File: src/logic/calc_pkg.sv
`default_nettype none

package calc_pkg;

    localparam int DATA_W      = 16;               // Operand and result width
    localparam int KEY_W       = 4;                // Keypad code width
    localparam int UNIT_CYCLES = DATA_W;           // One iteration per result bit
    localparam int CNT_W       = $clog2(UNIT_CYCLES);

    localparam logic [KEY_W-1:0] KEY_NONE = 4'd0;  // Idle keypad
    localparam logic [KEY_W-1:0] KEY_ZERO = 4'd10; // Digit 0 lives above 9

    localparam logic [CNT_W-1:0] LAST_CNT = CNT_W'(UNIT_CYCLES - 1); // Final iteration index

    // Encoded to match the one-hot operator strobe
    typedef enum logic [2:0] {
        OP_NONE = 3'b000,
        OP_ADD  = 3'b001,
        OP_SUB  = 3'b010,
        OP_MUL  = 3'b100
    } op_t;

    typedef enum logic [2:0] {
        GET_FIRST_NUM  = 3'd0,                     // Collecting operand a
        GET_SECOND_NUM = 3'd1,                     // Collecting operand b
        DISPATCH       = 3'd2,                     // Start pulse to chosen unit
        WAIT_UNIT      = 3'd3,                     // Unit iterating
        SHOW_RESULT    = 3'd4                      // Load display, clear entry
    } calc_state_t;

    typedef struct packed {
        logic [DATA_W-1:0] a;                      // Left operand
        logic [DATA_W-1:0] b;                      // Right operand
    } operand_pair_t;

endpackage

`default_nettype wire

File: src/logic/calc_controller.sv
`timescale 1ns/1ps
`default_nettype none

module calc_controller (
    input  logic                        clk,
    input  logic                        nRST,
    input  logic [2:0]                  operator_input,
    input  logic                        equal_input,
    input  calc_pkg::operand_pair_t     operands,
    output logic                        entry_a_en,
    output logic                        entry_b_en,
    output logic                        entry_clear,
    output calc_pkg::operand_pair_t     unit_operands,
    output logic                        addsub_start,
    output logic                        addsub_sub,
    output logic                        mul_start,
    input  logic [calc_pkg::DATA_W-1:0] addsub_result,
    input  logic                        addsub_finish,
    input  logic [calc_pkg::DATA_W-1:0] mul_result,
    input  logic                        mul_finish,
    output logic [calc_pkg::DATA_W-1:0] display_output,
    output logic                        complete
);
    import calc_pkg::*;

    calc_state_t       state;
    calc_state_t       next_state;
    op_t               op_reg;                     // Operator latched in first phase
    logic              op_valid;                   // Strobe is exactly one-hot
    logic              equal_ok;                   // Equal accepted this cycle
    logic              use_mul;                    // Route to multiplier
    logic              unit_done;                  // Finish from selected unit
    logic [DATA_W-1:0] unit_result;                // Result from selected unit

    // Zero and multi-hot strobes both fail this
    assign op_valid = (operator_input == OP_ADD) ||
                      (operator_input == OP_SUB) ||
                      (operator_input == OP_MUL);

    assign equal_ok = (state == GET_SECOND_NUM) && equal_input;

    assign use_mul     = (op_reg == OP_MUL);
    assign unit_done   = use_mul ? mul_finish : addsub_finish;
    assign unit_result = use_mul ? mul_result : addsub_result;

    // Entry enables follow the state directly
    assign entry_a_en  = (state == GET_FIRST_NUM);
    assign entry_b_en  = (state == GET_SECOND_NUM);
    assign entry_clear = (state == SHOW_RESULT);   // Accumulators zero on exit

    // Exactly one start in DISPATCH
    assign addsub_start = (state == DISPATCH) && !use_mul;
    assign mul_start    = (state == DISPATCH) && use_mul;
    assign addsub_sub   = (op_reg == OP_SUB);      // Held level, sampled on start

    always_comb begin
        next_state = state;
        case (state)
            GET_FIRST_NUM: begin
                if (op_valid) begin
                    next_state = GET_SECOND_NUM;
                end
            end
            GET_SECOND_NUM: begin
                if (equal_input) begin             // Stray operators ignored here
                    next_state = DISPATCH;
                end
            end
            DISPATCH: begin
                next_state = WAIT_UNIT;
            end
            WAIT_UNIT: begin
                if (unit_done) begin
                    next_state = SHOW_RESULT;
                end
            end
            SHOW_RESULT: begin
                next_state = GET_FIRST_NUM;
            end
            default: begin
                next_state = GET_FIRST_NUM;        // Recover from unused codes
            end
        endcase
    end

    always_ff @(posedge clk or posedge nRST) begin
        if (nRST) begin
            state          <= GET_FIRST_NUM;
            op_reg         <= OP_NONE;
            display_output <= '0;
            complete       <= 1'b0;
        end else begin
            state    <= next_state;
            complete <= (state == SHOW_RESULT);    // High while new value first shows
            if ((state == GET_FIRST_NUM) && op_valid) begin
                op_reg <= op_t'(operator_input);
            end
            if (state == SHOW_RESULT) begin
                display_output <= unit_result;     // Held until next result
            end
        end
    end

    // Snapshot operands when equal is taken
    always_ff @(posedge clk) begin
        if (equal_ok) begin
            unit_operands <= operands;
        end
    end

    a_one_start: assert property (@(posedge clk) disable iff (nRST)
        !(addsub_start && mul_start));

    a_op_onehot: assert property (@(posedge clk) disable iff (nRST)
        (state != GET_FIRST_NUM) |-> $onehot(op_reg));

endmodule

`default_nettype wire

File: src/logic/calc_top.sv
`timescale 1ns/1ps
`default_nettype none

module calc_top (
    input  logic                        clk,
    input  logic                        nRST,
    input  logic [calc_pkg::KEY_W-1:0]  keypad_input,
    input  logic [2:0]                  operator_input,
    input  logic                        equal_input,
    output logic                        complete,
    output logic [calc_pkg::DATA_W-1:0] display_output
);
    import calc_pkg::*;

    logic              entry_a_en;
    logic              entry_b_en;
    logic              entry_clear;
    logic [DATA_W-1:0] value_a;                    // Live accumulator a
    logic [DATA_W-1:0] value_b;                    // Live accumulator b
    operand_pair_t     operands;                   // Both accumulators to controller
    operand_pair_t     unit_operands;              // Controller snapshot for units
    logic              addsub_start;
    logic              addsub_sub;
    logic              addsub_finish;
    logic [DATA_W-1:0] addsub_result;
    logic              mul_start;
    logic              mul_finish;
    logic [DATA_W-1:0] mul_result;

    assign operands = '{a: value_a, b: value_b};

    // Keypad fans out, enable picks the operand
    operand_entry u_entry_a (
        .clk   (clk),
        .nRST  (nRST),
        .en    (entry_a_en),
        .clear (entry_clear),
        .key   (keypad_input),
        .value (value_a)
    );

    operand_entry u_entry_b (
        .clk   (clk),
        .nRST  (nRST),
        .en    (entry_b_en),
        .clear (entry_clear),
        .key   (keypad_input),
        .value (value_b)
    );

    serial_addsub u_addsub (
        .clk      (clk),
        .nRST     (nRST),
        .start    (addsub_start),
        .sub      (addsub_sub),
        .operands (unit_operands),
        .result   (addsub_result),
        .finish   (addsub_finish)
    );

    shift_add_multiplier u_mul (
        .clk      (clk),
        .nRST     (nRST),
        .start    (mul_start),
        .operands (unit_operands),
        .result   (mul_result),
        .finish   (mul_finish)
    );

    calc_controller u_ctrl (
        .clk            (clk),
        .nRST           (nRST),
        .operator_input (operator_input),
        .equal_input    (equal_input),
        .operands       (operands),
        .entry_a_en     (entry_a_en),
        .entry_b_en     (entry_b_en),
        .entry_clear    (entry_clear),
        .unit_operands  (unit_operands),
        .addsub_start   (addsub_start),
        .addsub_sub     (addsub_sub),
        .mul_start      (mul_start),
        .addsub_result  (addsub_result),
        .addsub_finish  (addsub_finish),
        .mul_result     (mul_result),
        .mul_finish     (mul_finish),
        .display_output (display_output),
        .complete       (complete)
    );

endmodule

`default_nettype wire

File: src/logic/operand_entry.sv
`timescale 1ns/1ps
`default_nettype none

module operand_entry (
    input  logic                        clk,
    input  logic                        nRST,
    input  logic                        en,
    input  logic                        clear,
    input  logic [calc_pkg::KEY_W-1:0]  key,
    output logic [calc_pkg::DATA_W-1:0] value
);
    import calc_pkg::*;

    logic              is_digit;                   // Key carries a decimal digit
    logic [DATA_W-1:0] digit;                      // Zero-extended digit value
    logic [DATA_W-1:0] times_ten;                  // value * 10, wraps

    // Codes 1..10 are digits, 11..15 and idle are not
    assign is_digit = (key != KEY_NONE) && (key <= KEY_ZERO);

    // Code 10 maps back to digit 0
    assign digit = (key == KEY_ZERO) ? '0 : {{(DATA_W-KEY_W){1'b0}}, key};

    // x*8 + x*2, no multiplier needed
    assign times_ten = (value << 3) + (value << 1);

    always_ff @(posedge clk or posedge nRST) begin
        if (nRST) begin
            value <= '0;
        end else if (clear) begin                  // Clear wins over entry
            value <= '0;
        end else if (en && is_digit) begin
            value <= times_ten + digit;            // Shift in next decimal digit
        end
    end

endmodule

`default_nettype wire

File: src/logic/serial_addsub.sv
`timescale 1ns/1ps
`default_nettype none

module serial_addsub (
    input  logic                        clk,
    input  logic                        nRST,
    input  logic                        start,
    input  logic                        sub,
    input  calc_pkg::operand_pair_t     operands,
    output logic [calc_pkg::DATA_W-1:0] result,
    output logic                        finish
);
    import calc_pkg::*;

    logic              busy;                       // Iteration in progress
    logic [CNT_W-1:0]  bit_cnt;                    // Current bit position
    logic [DATA_W-1:0] a_reg;                      // Shifts right, LSB consumed
    logic [DATA_W-1:0] b_reg;                      // Inverted for subtract
    logic              carry;                      // Ripple carry between cycles
    logic [DATA_W-1:0] sum_reg;                    // Sum bits enter at MSB
    logic              sum_bit;
    logic              carry_next;

    // One full adder, reused every cycle
    assign sum_bit    = a_reg[0] ^ b_reg[0] ^ carry;
    assign carry_next = (a_reg[0] & b_reg[0]) | (carry & (a_reg[0] ^ b_reg[0]));
    assign result     = sum_reg;

    always_ff @(posedge clk or posedge nRST) begin
        if (nRST) begin
            busy    <= 1'b0;
            bit_cnt <= '0;
            finish  <= 1'b0;
        end else begin
            finish <= 1'b0;                        // Single-cycle pulse
            if (start) begin
                busy    <= 1'b1;
                bit_cnt <= '0;
            end else if (busy) begin
                bit_cnt <= bit_cnt + 1'b1;
                if (bit_cnt == LAST_CNT) begin     // Last sum bit this cycle
                    busy   <= 1'b0;
                    finish <= 1'b1;
                end
            end
        end
    end

    always_ff @(posedge clk) begin
        if (start) begin
            a_reg <= operands.a;
            b_reg <= sub ? ~operands.b : operands.b; // a + ~b + 1 for subtract
            carry <= sub;
        end else if (busy) begin
            a_reg   <= a_reg >> 1;
            b_reg   <= b_reg >> 1;
            carry   <= carry_next;
            sum_reg <= {sum_bit, sum_reg[DATA_W-1:1]}; // LSB first, ends aligned
        end
    end

    a_finish_single: assert property (@(posedge clk) disable iff (nRST)
        finish |=> !finish);

    a_no_start_busy: assert property (@(posedge clk) disable iff (nRST)
        start |-> !busy);

endmodule

`default_nettype wire

File: src/logic/shift_add_multiplier.sv
`timescale 1ns/1ps
`default_nettype none

module shift_add_multiplier (
    input  logic                        clk,
    input  logic                        nRST,
    input  logic                        start,
    input  calc_pkg::operand_pair_t     operands,
    output logic [calc_pkg::DATA_W-1:0] result,
    output logic                        finish
);
    import calc_pkg::*;

    logic              busy;                       // Iteration in progress
    logic [CNT_W-1:0]  bit_cnt;                    // Multiplier bit index
    logic [DATA_W-1:0] mcand;                      // Multiplicand, shifts left
    logic [DATA_W-1:0] mplier;                     // Multiplier, shifts right
    logic [DATA_W-1:0] acc;                        // Low half of product
    logic [DATA_W-1:0] acc_next;

    // Add partial product when current multiplier bit is set
    assign acc_next = mplier[0] ? (acc + mcand) : acc;
    assign result   = acc;

    always_ff @(posedge clk or posedge nRST) begin
        if (nRST) begin
            busy    <= 1'b0;
            bit_cnt <= '0;
            finish  <= 1'b0;
        end else begin
            finish <= 1'b0;
            if (start) begin
                busy    <= 1'b1;
                bit_cnt <= '0;
            end else if (busy) begin
                bit_cnt <= bit_cnt + 1'b1;
                if (bit_cnt == LAST_CNT) begin     // Last partial product
                    busy   <= 1'b0;
                    finish <= 1'b1;
                end
            end
        end
    end

    // High product bits fall off the top of mcand, so result wraps
    always_ff @(posedge clk) begin
        if (start) begin
            mcand  <= operands.a;
            mplier <= operands.b;
            acc    <= '0;                          // Fresh product each start
        end else if (busy) begin
            acc    <= acc_next;
            mcand  <= mcand << 1;
            mplier <= mplier >> 1;
        end
    end

    // Only one product in flight
    a_no_start_busy: assert property (@(posedge clk) disable iff (nRST)
        start |-> !busy);

endmodule

`default_nettype wire

File: config.mk
export PLATFORM = sky130hd
export DESIGN_NAME = calc_top
export DESIGN_NICKNAME = d
export VERILOG_FILES = /design/src/logic/calc_pkg.sv /design/src/logic/calc_controller.sv /design/src/logic/calc_top.sv /design/src/logic/operand_entry.sv /design/src/logic/serial_addsub.sv /design/src/logic/shift_add_multiplier.sv
export SDC_FILE = /design/constraint.sdc
export NUM_CORES = 1
export LEC_CHECK = 0
export ABC_AREA = 1
export BUFFER_PORTS_ARGS = -buffer_cell sky130_fd_sc_hd__buf_2
export CAP_MARGIN = 20
export CELL_PAD_IN_SITES_DETAIL_PLACEMENT = 1
export CELL_PAD_IN_SITES_GLOBAL_PLACEMENT = 2
export CORE_AREA = 2 2 178 162
export CTS_BUF_LIST = sky130_fd_sc_hd__clkbuf_8
export DETAILED_ROUTE_END_ITERATION = 8
export DIE_AREA = 0 0 180 164
export PLACE_DENSITY = 0.76
export SETUP_SLACK_MARGIN = 0.5
export SYNTH_ARGS = -nofsm -noshare
export SYNTH_HDL_FRONTEND = slang
export SYNTH_SLANG_ARGS = --single-unit
File: constraint.sdc
create_clock -name clk -period 6 [get_ports clk]
set_input_delay 1.2 -clock clk [delete_from_list [all_inputs] [get_ports clk]]
set_output_delay 1.2 -clock clk [all_outputs]
set_load 0.005 [all_outputs]
---- Word-level counts from Yosys, hierarchy flattened ----
Cells that the tools add are included.
cells by class
  add/sub/neg operators ................... 7
  multiply operators ...................... 0
  div/mod/pow operators ................... 0
  order comparisons ....................... 1
  eq/ne operators ......................... 15
  shifts and indexed selects .............. 0
  muxes and demuxes ....................... 38
  bitwise gates (word level) .............. 7
  reduce and logical (&&, ||, !) cells .... 19
operators with widths
  kind                                            count
  2-to-1 mux 16 bit                               14
  adder 16 bit                                    5
  2-to-1 mux 4 bit                                5
  inverter 16 bit                                 1
  2-to-1 mux 1 bit                                15
  == test 3 x 2 -> 1 bit (second input constant)  4
  == test 4 bit (second input constant)           3
  case mux 3 bit (4 select lines)                 1
  == test 3 bit (second input constant)           3
  2-to-1 mux 3 bit                                3
  adder 4 x 1 -> 4 bit (second input constant)    2
  nonzero test 2 bit                              4
  logical AND 1 bit                               7
  == test 3 x 1 -> 1 bit (second input constant)  2
  <= comparator 4 bit (second input constant)     1
  != test 2 x 1 -> 1 bit (second input constant)  2
  AND reduction 2 bit                             2
  nonzero test 4 bit                              1
  logical NOT 3 bit                               1
  AND reduction 3 bit                             1
  AND 1 bit                                       2
  logical OR 1 bit                                2
  != test 2 bit (second input constant)           1
  XOR 1 bit                                       2
  other kinds (3)                                 3
word-level totals
  register bits ........................... 196
  latch bits .............................. 0
  bits in writable memories ............... 0
  ROM bits ................................ 0
  input bits .............................. 10
  output and inout bits ................... 17
  memories kept ........................... 0

---- Longest topological paths before layout ----
Gate-level depths: netlist of the first run.
  word-level depth ........................ 5
  mapped depth ............................ 17

---- Cells and area by module ----
Synthesis of the first run repeated with hierarchy kept, for this count alone.
unflattened totals
  cells, all modules ...................... 1273
  area total of the unflattened synthesis .. 10814.1 µm²
modules (own cells, without submodules)
  module                instances  cells each  area each (µm²)
  operand_entry         2          246         1671.6
  shift_add_multiplier  1          421         3108.0
  serial_addsub         1          189         2289.7
  calc_controller       1          171         2073.2

---- Worst setup path before layout of the first run ----
No wires, ideal clock.
  path kind ............................... input-to-reg
  start ................................... input port keypad_input[0] (netlist name)
  end ..................................... register u_entry_a.value[12] (netlist name)
  setup time .............................. 0.117 ns
  arrival time ............................ 3.146 ns
  slack ................................... 2.737 ns
  stages .................................. 15
  path buffers ............................ 0
  cell sequence ........................... nor2_1 nand2_1 nand2_1 xor2_1 inv_1 ha_1 fa_1 nand3_1 nand2_1 nand2_1 nand2_1 nand2_1 nand3b_1 nand3_1 nand2_1
between the ends
  word-level cells in the longest chain between the ends .. 5
  elaborated cells on any way between the ends .. 10
  classes of those cells .................. add/sub: 1; order compare: 1; eq/ne: 1; mux: 3; reduce/logical: 4
ends and longest elaborated chain
  item                  line                 RTL
  start, declared       calc_top.sv:7        input logic [calc_pkg::KEY_W-1:0] keypad_input,
  == test 4 bit         operand_entry.sv:22  assign digit = (key == KEY_ZERO) ? '0 : {{(DATA_W-KEY_W){1'b0}}, key};
  2-to-1 mux 4 bit      operand_entry.sv:22
  adder 16 bit          operand_entry.sv:33  value <= times_ten + digit;
  2-to-1 mux 16 bit     operand_entry.sv:32  end else if (en && is_digit) begin
  2-to-1 mux 16 bit     operand_entry.sv:30  end else if (clear) begin
  end signal, assigned  operand_entry.sv:33
  end, declared         operand_entry.sv:10  output logic [calc_pkg::DATA_W-1:0] value
Parallel ways exist; a longest one is shown, timed or not. The select of a mux whose other input is x is not followed.
A chain may end at the register's enable or synchronous reset.

---- Final worst setup path of the first run ----
  start ................................... input port keypad_input[2] (netlist name)
  end ..................................... register u_entry_b.value[15] (netlist name)
between the ends
  word-level cells in the longest chain between the ends .. 5
  elaborated cells on any way between the ends .. 10
  classes of those cells .................. add/sub: 1; order compare: 1; eq/ne: 1; mux: 3; reduce/logical: 4
ends and longest elaborated chain
  item                  line
  == test 4 bit         operand_entry.sv:22
  2-to-1 mux 4 bit      operand_entry.sv:22
  adder 16 bit          operand_entry.sv:33
  2-to-1 mux 16 bit     operand_entry.sv:32
  2-to-1 mux 16 bit     operand_entry.sv:30
  end signal, assigned  operand_entry.sv:33
  end, declared         operand_entry.sv:10
Parallel ways exist; a longest one is shown, timed or not. The select of a mux whose other input is x is not followed.

==> run summary, run 1 <==
synth cell count leaders: nand2_1, inv_1, edfxtp_1
# Max-Cap Violations: 0
worst hold path depth: 0
Synth Area per Inst: 8.94 sq um
critical path required time: 6.36 ns
post-CTS setup buffers: 0
final antenna-violating net count: 0
IO Count: 27
Longest Clk Path Bufs: 2
r2r worst-path depth: 8
routed vias/inst: 4.85
count of cell types in the netlist: 43
Tot Pwr: 2.33 mW
Port Buffer Count: 26
Int Pwr: 1.74 mW
hold_ws: 0.450 ns
Yosys warning total: 0
Hold Fails Final Rpt: 0
worst r2r dst: u_mul.mplier[2]
gp weighted congestion: 0.750
routed vias: 7556
crit end category: flip-flop
post-CTS sizing: 0
critical path arrival: 3.50 ns
nets: 1271
P_sw: 586 uW
hold path endpoint: u_addsub.result[11]
R2R Setup Slk: 3.43 ns
WL final: 23.9 mm
most frequent cell after synthesis: nand2_1
Final Setup Violations: 0
Crit path buffers/inverters: 2
flip-flop count of the largest register after layout: 32
worst min path class: reg -> reg
RSZ-0062 raised after global routing: no
Sequential Power Share: 60.7%
switch share: 25.2%
total die area: 29500 sq um
crit-path leading delay family: simple AND/OR/NAND/NOR gates
Multi-input gate area: 4340 sq um
Relative slew margins: 32.2%
area fraction of the dominant cell type after synthesis: 32.7%
CP startpoint kind: primary input
vias in the first global route: 7762
post-synthesis adder-cell area fraction: 9.33%
fillers: 3271
Clock Sinks: 196
P per Cell Area: 206 nW/um^2
Skew-Pair Late Insertion Delay: 0.48 ns
Synth Area in Compound Gates: 7.86%
Min-Delay Startpoint: u_addsub.result[12]
Post-synth EDFFs: 113
CTS root buf: clkbuf_8
post-synthesis simple-gate area fraction: 21.2%
TritonRoute pass-1 iters: 4
antenna violations before repair: 0
Pleak: 5.45 nW
routed len/inst: 15.3 um
Area growth syn-to-layout: 8.68%
post-synthesis sequential area ratio: 51.9%
Post-Syn Instances: 1161
setup_tns: 0 ns
crit path cell chain: buf_2 > nor2_1 > nand2_1 > nand2_1 > xor2_1 > inv_1 > ha_1 > a31o_2 > ha_1 > nand3_1 > nand3_1 > nand2_1 > nand2_1 > nand2_1 > nand2_1 > nand2_1 > nand3_1 > nand2_1
#FFs+latches synth: 196
RR Startpoint: u_ctrl.op_reg[1]
leading area contributor after synthesis: edfxtp_1
CTS Buf Count: 17
Period minus WS final: 3.14 ns
DR iter-0 viols: 413
Initial Util: 37.5%
top post-synthesis cells by area: edfxtp_1, dfrtp_1, nand2_1, ha_1, inv_1
largest net degree at the start of global routing: 68
Die H: 164 um
Comb power frac: 1.2%
final cycle utilization of the critical path: 52.3%
Hold Buf Count CTS: 0
Worst-path clk slew: 0.13 ns
FMAX: 319 MHz
core area: 27600 sq um
Mapped Nets: 1246
count of final max-slew check failures: 0
worst vdd rail ir drop: 0.149 mV
detailed-route DRC error count: 0
status: finished, final reports clean
first-pass GRT wire length: 40.6 mm
CTS tree: done
CP peak stage delay: 0.35 ns
hpwl dp: 17.7 mm
Most flops, register: u_ctrl.unit_operands
slowest CP cell: ha_1
Synth Flop Type: edfxtp_1
Reg area: 5390 sq um
Post-Syn Area: 10400 sq um
async set or reset register ratio after synthesis: 34.2%
H-tree Lvls: 4
antenna cells: 0
Crit path top cell by count: nand2_1
All-Layer GR Usage: 17.1%
Least-Margin Pin Slew: 1.01 ns
clock share of power: 38.2%
DIE WIDTH: 180 um
Crit Path Category: in -> reg
row count: 58
post-synthesis xor/xnor area fraction: 3.29%
multiplexer area fraction after synthesis: 0%
skew final: 0.0278 ns
grt total ovfl: 0
CP max FO: 4
largest family of logic cells by synthesized area: simple AND/OR/NAND/NOR gates
layout cells sized above 1: 7.67%
==> placed cells by master (no fill, tap or decap), types with 26 or more instances in the layout <==
cell	synthesis	final
dfrtp_1	67	67
inv_1	123	122
edfxtp_1	113	113
xor2_1	28	28
buf_2	13	26
ha_1	71	71
nand2_1	363	361
a21oi_1	32	32
o21ai_1	82	82
nor2_1	80	79
nand3_1	62	62
==> per-layer routing <==
metal / up-vias / global-route usage [%] / part of all wire (%)
li1: 3866 / - / -
met1: 3609 / 25.3 / 54
met2: 69 / 26.9 / 43
met3: 12 / 2.15 / 2.2
met4: 0 / 3.77 / 0.78
met5: - / 0 / 0
==> stage by stage <==
stage	cell area, sq um	cells	setup WS, ns	util (%)
detailed placement	10900	1527	2.36	39.3
global placement	10900	1527	2.43	39.3
finish	11300	1559	2.86	40.8
floorplan	10400	1161	2.74	-
CTS	11300	1559	2.87	40.8
global route	11300	1559	2.55	40.8
==> cell families (layout without fill, tap and decap cells) <==
family,count (synthesis),after routing
fa+ha+maj,75,75
buf+inv,160,198
compound gates,154,154
flops,196,196
simple gates,537,537
xor+xnor,39,39
==> power groups by stage <==
stage / Clock [mW] / Sequential (mW) / Combinational (mW)
2_1_floorplan: 0 / 1.44 / 0.0157
6_report: 0.888 / 1.41 / 0.0268
3_3_place_gp: 0 / 1.44 / 0.0284
5_1_grt: 0.968 / 1.41 / 0.0315
3_5_place_dp: 0 / 1.44 / 0.0284
4_1_cts: 0.920 / 1.41 / 0.0283
==> worst register-to-register path, cell delays in order (launching register included) <==
cell and delay, ns:
dfrtp_1 0.38, nor2_1 0.06, nand2_2 0.33, inv_2 0.27, nand2_2 0.10, buf_4 0.50, inv_2 0.45, nand2_1 0.18
nand2_1 0.07
==> cell type report <==
class / instances / share of cell area [%]
Multi-Input combinational cell: 805 / 38.4
Clock inverter: 15 / 1.61
Sequential cell: 196 / 47.8
Tap cell: 360 / 3.99
Timing Repair Buffer: 33 / 1.62
Inverter: 133 / 4.47
Clock buffer: 17 / 2.07
==> worst max path at each step <==
stage | to | from | slack (ns) | cells after the start
finish | u_entry_b.value[15] | keypad_input[2] | 2.86 | 18
global route | u_entry_b.value[15] | keypad_input[2] | 2.55 | 18
CTS | u_entry_b.value[15] | keypad_input[2] | 2.87 | 18
detailed placement | u_entry_b.value[15] | keypad_input[2] | 2.36 | 18
global placement | u_entry_b.value[15] | keypad_input[2] | 2.43 | 18
floorplan | u_entry_a.value[12] | keypad_input[0] | 2.74 | 15
(Power assumes the default switching activity.)
==> inputs of run 2 (changes only) <==
--- a/config.mk
+++ b/config.mk
@@ -10,11 +10,11 @@
 export CAP_MARGIN = 20
 export CELL_PAD_IN_SITES_DETAIL_PLACEMENT = 1
 export CELL_PAD_IN_SITES_GLOBAL_PLACEMENT = 2
-export CORE_AREA = 2 2 178 162
+export CORE_AREA = 2 2 180 164
 export CTS_BUF_LIST = sky130_fd_sc_hd__clkbuf_8
 export DETAILED_ROUTE_END_ITERATION = 8
-export DIE_AREA = 0 0 180 164
-export PLACE_DENSITY = 0.76
+export DIE_AREA = 0 0 182 166
+export PLACE_DENSITY = 0.77
 export SETUP_SLACK_MARGIN = 0.5
 export SYNTH_ARGS = -nofsm -noshare
 export SYNTH_HDL_FRONTEND = slang
==> constraint.sdc (replaced) <==
create_clock -name clk -period 2.69 [get_ports clk]
set_input_delay 0.538 -clock clk [delete_from_list [all_inputs] [get_ports clk]]
set_output_delay 0.538 -clock clk [all_outputs]
set_load 0.005 [all_outputs]
==> run summary, run 2 (synthesis results as in run 1) <==
detailed-route DRC error count: 0 (unchanged)
CTS Buf Count: 17 (unchanged)
r2r worst-path depth: 8 (unchanged)
Final Setup Violations: 0 (unchanged)
status: finished, final reports clean
Longest Clk Path Bufs: 2 (unchanged)
CTS tree: done
vias in the first global route: 7747 (-0.19%)
crit end category: flip-flop
worst min path class: in -> reg
All-Layer GR Usage: 16.8% (-0.34 points)
Int Pwr: 3.97 mW (+130%)
first-pass GRT wire length: 40.8 mm (+0.37%)
cell area after layout: 11600 sq um (+3.1%)
WL final: 24.3 mm (+1.4%)
RR Startpoint: u_entry_b.value[1]
skew final: 0.0156 ns (-0.0123 ns)
Area growth syn-to-layout: 12.1%
H-tree Lvls: 4 (unchanged)
TritonRoute pass-1 iters: 4 (unchanged)
commonest non-fill, non-tap cell in the layout: nand2_1
routed vias: 7606 (+0.66%)
layout cells sized above 1: 12.5% (+4.8 points)
R2R Setup Slk: 0.54 ns (-2.89 ns)
Die H: 166 um (+1.2%)
grt total ovfl: 0 (unchanged)
Most flops, register: u_ctrl.unit_operands
antenna cells: 0 (unchanged)
setup_tns: 0 ns (unchanged)
count of final max-slew check failures: 0 (unchanged)
Initial Util: 36.4% (-1.1 points)
Pleak: 5.53 nW (+1.4%)
clock share of power: 38.5% (+0.3 points)
final antenna-violating net count: 0 (unchanged)
placed inst area: 11000 sq um (+1.6%)
Relative slew margins: 37.1% (+4.9 points)
DR iter-0 viols: 381 (-7.7%)
nets: 1286 (+1.2%)
routed vias/inst: 4.81 (-0.68%)
core area: 28500 sq um (+3.1%)
total die area: 30200 sq um (+2.3%)
Comb power frac: 1.4% (+0.2 points)
final cycle utilization of the critical path: 80.0%
# Max-Cap Violations: 0 (unchanged)
critical path arrival: 2.52 ns (-0.98 ns)
routed len/inst: 15.3 um (about the same)
Clock Sinks: 196 (unchanged)
CP peak stage delay: 0.47 ns (+0.12 ns)
critical path required time: 3.05 ns (-3.31 ns)
IO Count: 27 (unchanged)
Worst-path clk slew: 0.12 ns (about the same)
worst vdd rail ir drop: 0.272 mV (+82%)
commonest non-fill, non-tap cells in the layout: nand2_1, inv_1, edfxtp_1
Port Buffer Count: 26 (unchanged)
RSZ-0062 raised after global routing: yes
fin util: 40.8% (about the same)
Hold Fails Final Rpt: 0 (unchanged)
gp weighted congestion: 0.772 (+3.0%)
switch share: 24.2% (-0.99 points)
Skew-Pair Late Insertion Delay: 0.48 ns (about the same)
CP startpoint kind: flip-flop
antenna violations before repair: 0 (unchanged)
FMAX: 464 MHz
crit path cell chain: ha_1 > ha_1 > fa_2 > nand3_2 > nand2_2 > buf_4 > xnor2_1 > o21ai_0
crit path from: u_entry_b.value[1]
flip-flop count of the largest register after layout: 32 (unchanged)
CP max FO: 4 (unchanged)
P per Cell Area: 450 nW/um^2 (+120%)
CTS root buf: clkbuf_8
CP endpoint: u_entry_b.value[6]
DIE WIDTH: 182 um (+1.1%)
Period minus WS final: 2.15 ns
Crit path top cell by count: ha_1
Least-Margin Pin Slew: 0.944 ns (-0.0695 ns)
Min-Delay Startpoint: operator_input[2]
P_sw: 1.27 mW (+120%)
slowest CP cell: dfrtp_1
fillers: 3341 (+2.1%)
largest net degree at the start of global routing: 58 (-15%)
Sequential Power Share: 60.1% (-0.6 points)
Crit Path Category: reg -> reg
hpwl dp: 17.9 mm (+1.1%)
row count: 59 (+1.7%)
worst r2r dst: u_entry_b.value[6]
[run 2: cell types whose count changed in the layout (fill, tap and decap cells not counted), sizes merged]
cell / change
inv: +1
clkinvlp: +1
buf: +14
clkinv: -3
bufinv: +1
dlygate4sd3: +1
[run 2: per-stage QoR]
| step | instances | hold WS [ns] | total power [mW] | setup slack (ns) |
|---|---|---|---|---|
| 2_1_floorplan | 1161 | 0.425 | 3.25 | 0.343 |
| 3_3_place_gp | 1539 | 0.433 | 3.28 | 0.0919 |
| 3_5_place_dp | 1539 | 0.441 | 3.28 | 0.0504 |
| 4_1_cts | 1572 | 0.359 | 5.30 | 0.509 |
| 5_1_grt | 1580 | 0.397 | 5.42 | 0.462 |
| 6_report | 1580 | 0.394 | 5.24 | 0.537 |
[run 2: worst min path at each step]
stage,to,slack (ns),cells past startpoint
finish,u_ctrl.op_reg[2],0.39,3
global route,u_ctrl.state[1],0.40,3
CTS,u_ctrl.op_reg[2],0.36,3
detailed placement,u_addsub.result[4],0.44,0
global placement,u_addsub.result[10],0.43,0
floorplan,u_ctrl.unit_operands[15],0.43,0
[run 2: what timing repair did]
action / in CTS / in global routing
resized for setup: 0 / 33
endpoints found under the setup margin: 0 / 20
buffers inserted: 0 / 8
endpoints found under the hold margin: 7 / 0
hold buffers: 1 / 0
[run 2: area by class of cell]
type                            count  area [sq um]  share of cell area (%)
Inverter                          133           508                    4.37
Sequential cell                   196          5390                    46.4
Multi-Input combinational cell    805          4550                    39.1
Clock buffer                       17           234                    2.01
Clock inverter                     15           180                    1.55
Tap cell                          366           458                    3.94
Timing Repair Buffer               48           310                    2.67
[run 2: routing by layer]
metal / up-vias / GRT usage (%) / share of wire (%)
met5: - / 0 / 0
met4: 0 / 3.26 / 0.62
met3: 7 / 2.63 / 2.2
met2: 62 / 25.3 / 43
met1: 3639 / 25.5 / 54
li1: 3898 / - / -
[run 2: power by group through the flow]
stage	combinational (mW)	sequential [mW]	clock, mW
floorplan	0.0384	3.21	0
global placement	0.0704	3.21	0
detailed placement	0.0715	3.21	0
finish	0.0710	3.15	2.02
global route	0.0812	3.15	2.19
CTS	0.0727	3.15	2.08
[run 2: critical path: cells and delay by family, from the launching register on]
kind                     cells  cell delay [ns]
AO/OA/AOI/OAI                1             0.12
XOR/XNOR                     1             0.21
adder cells (fa/ha/maj)      3             0.94
buffers and inverters        1             0.14
flip-flops                   1             0.47
AND/OR/NAND/NOR              2             0.16
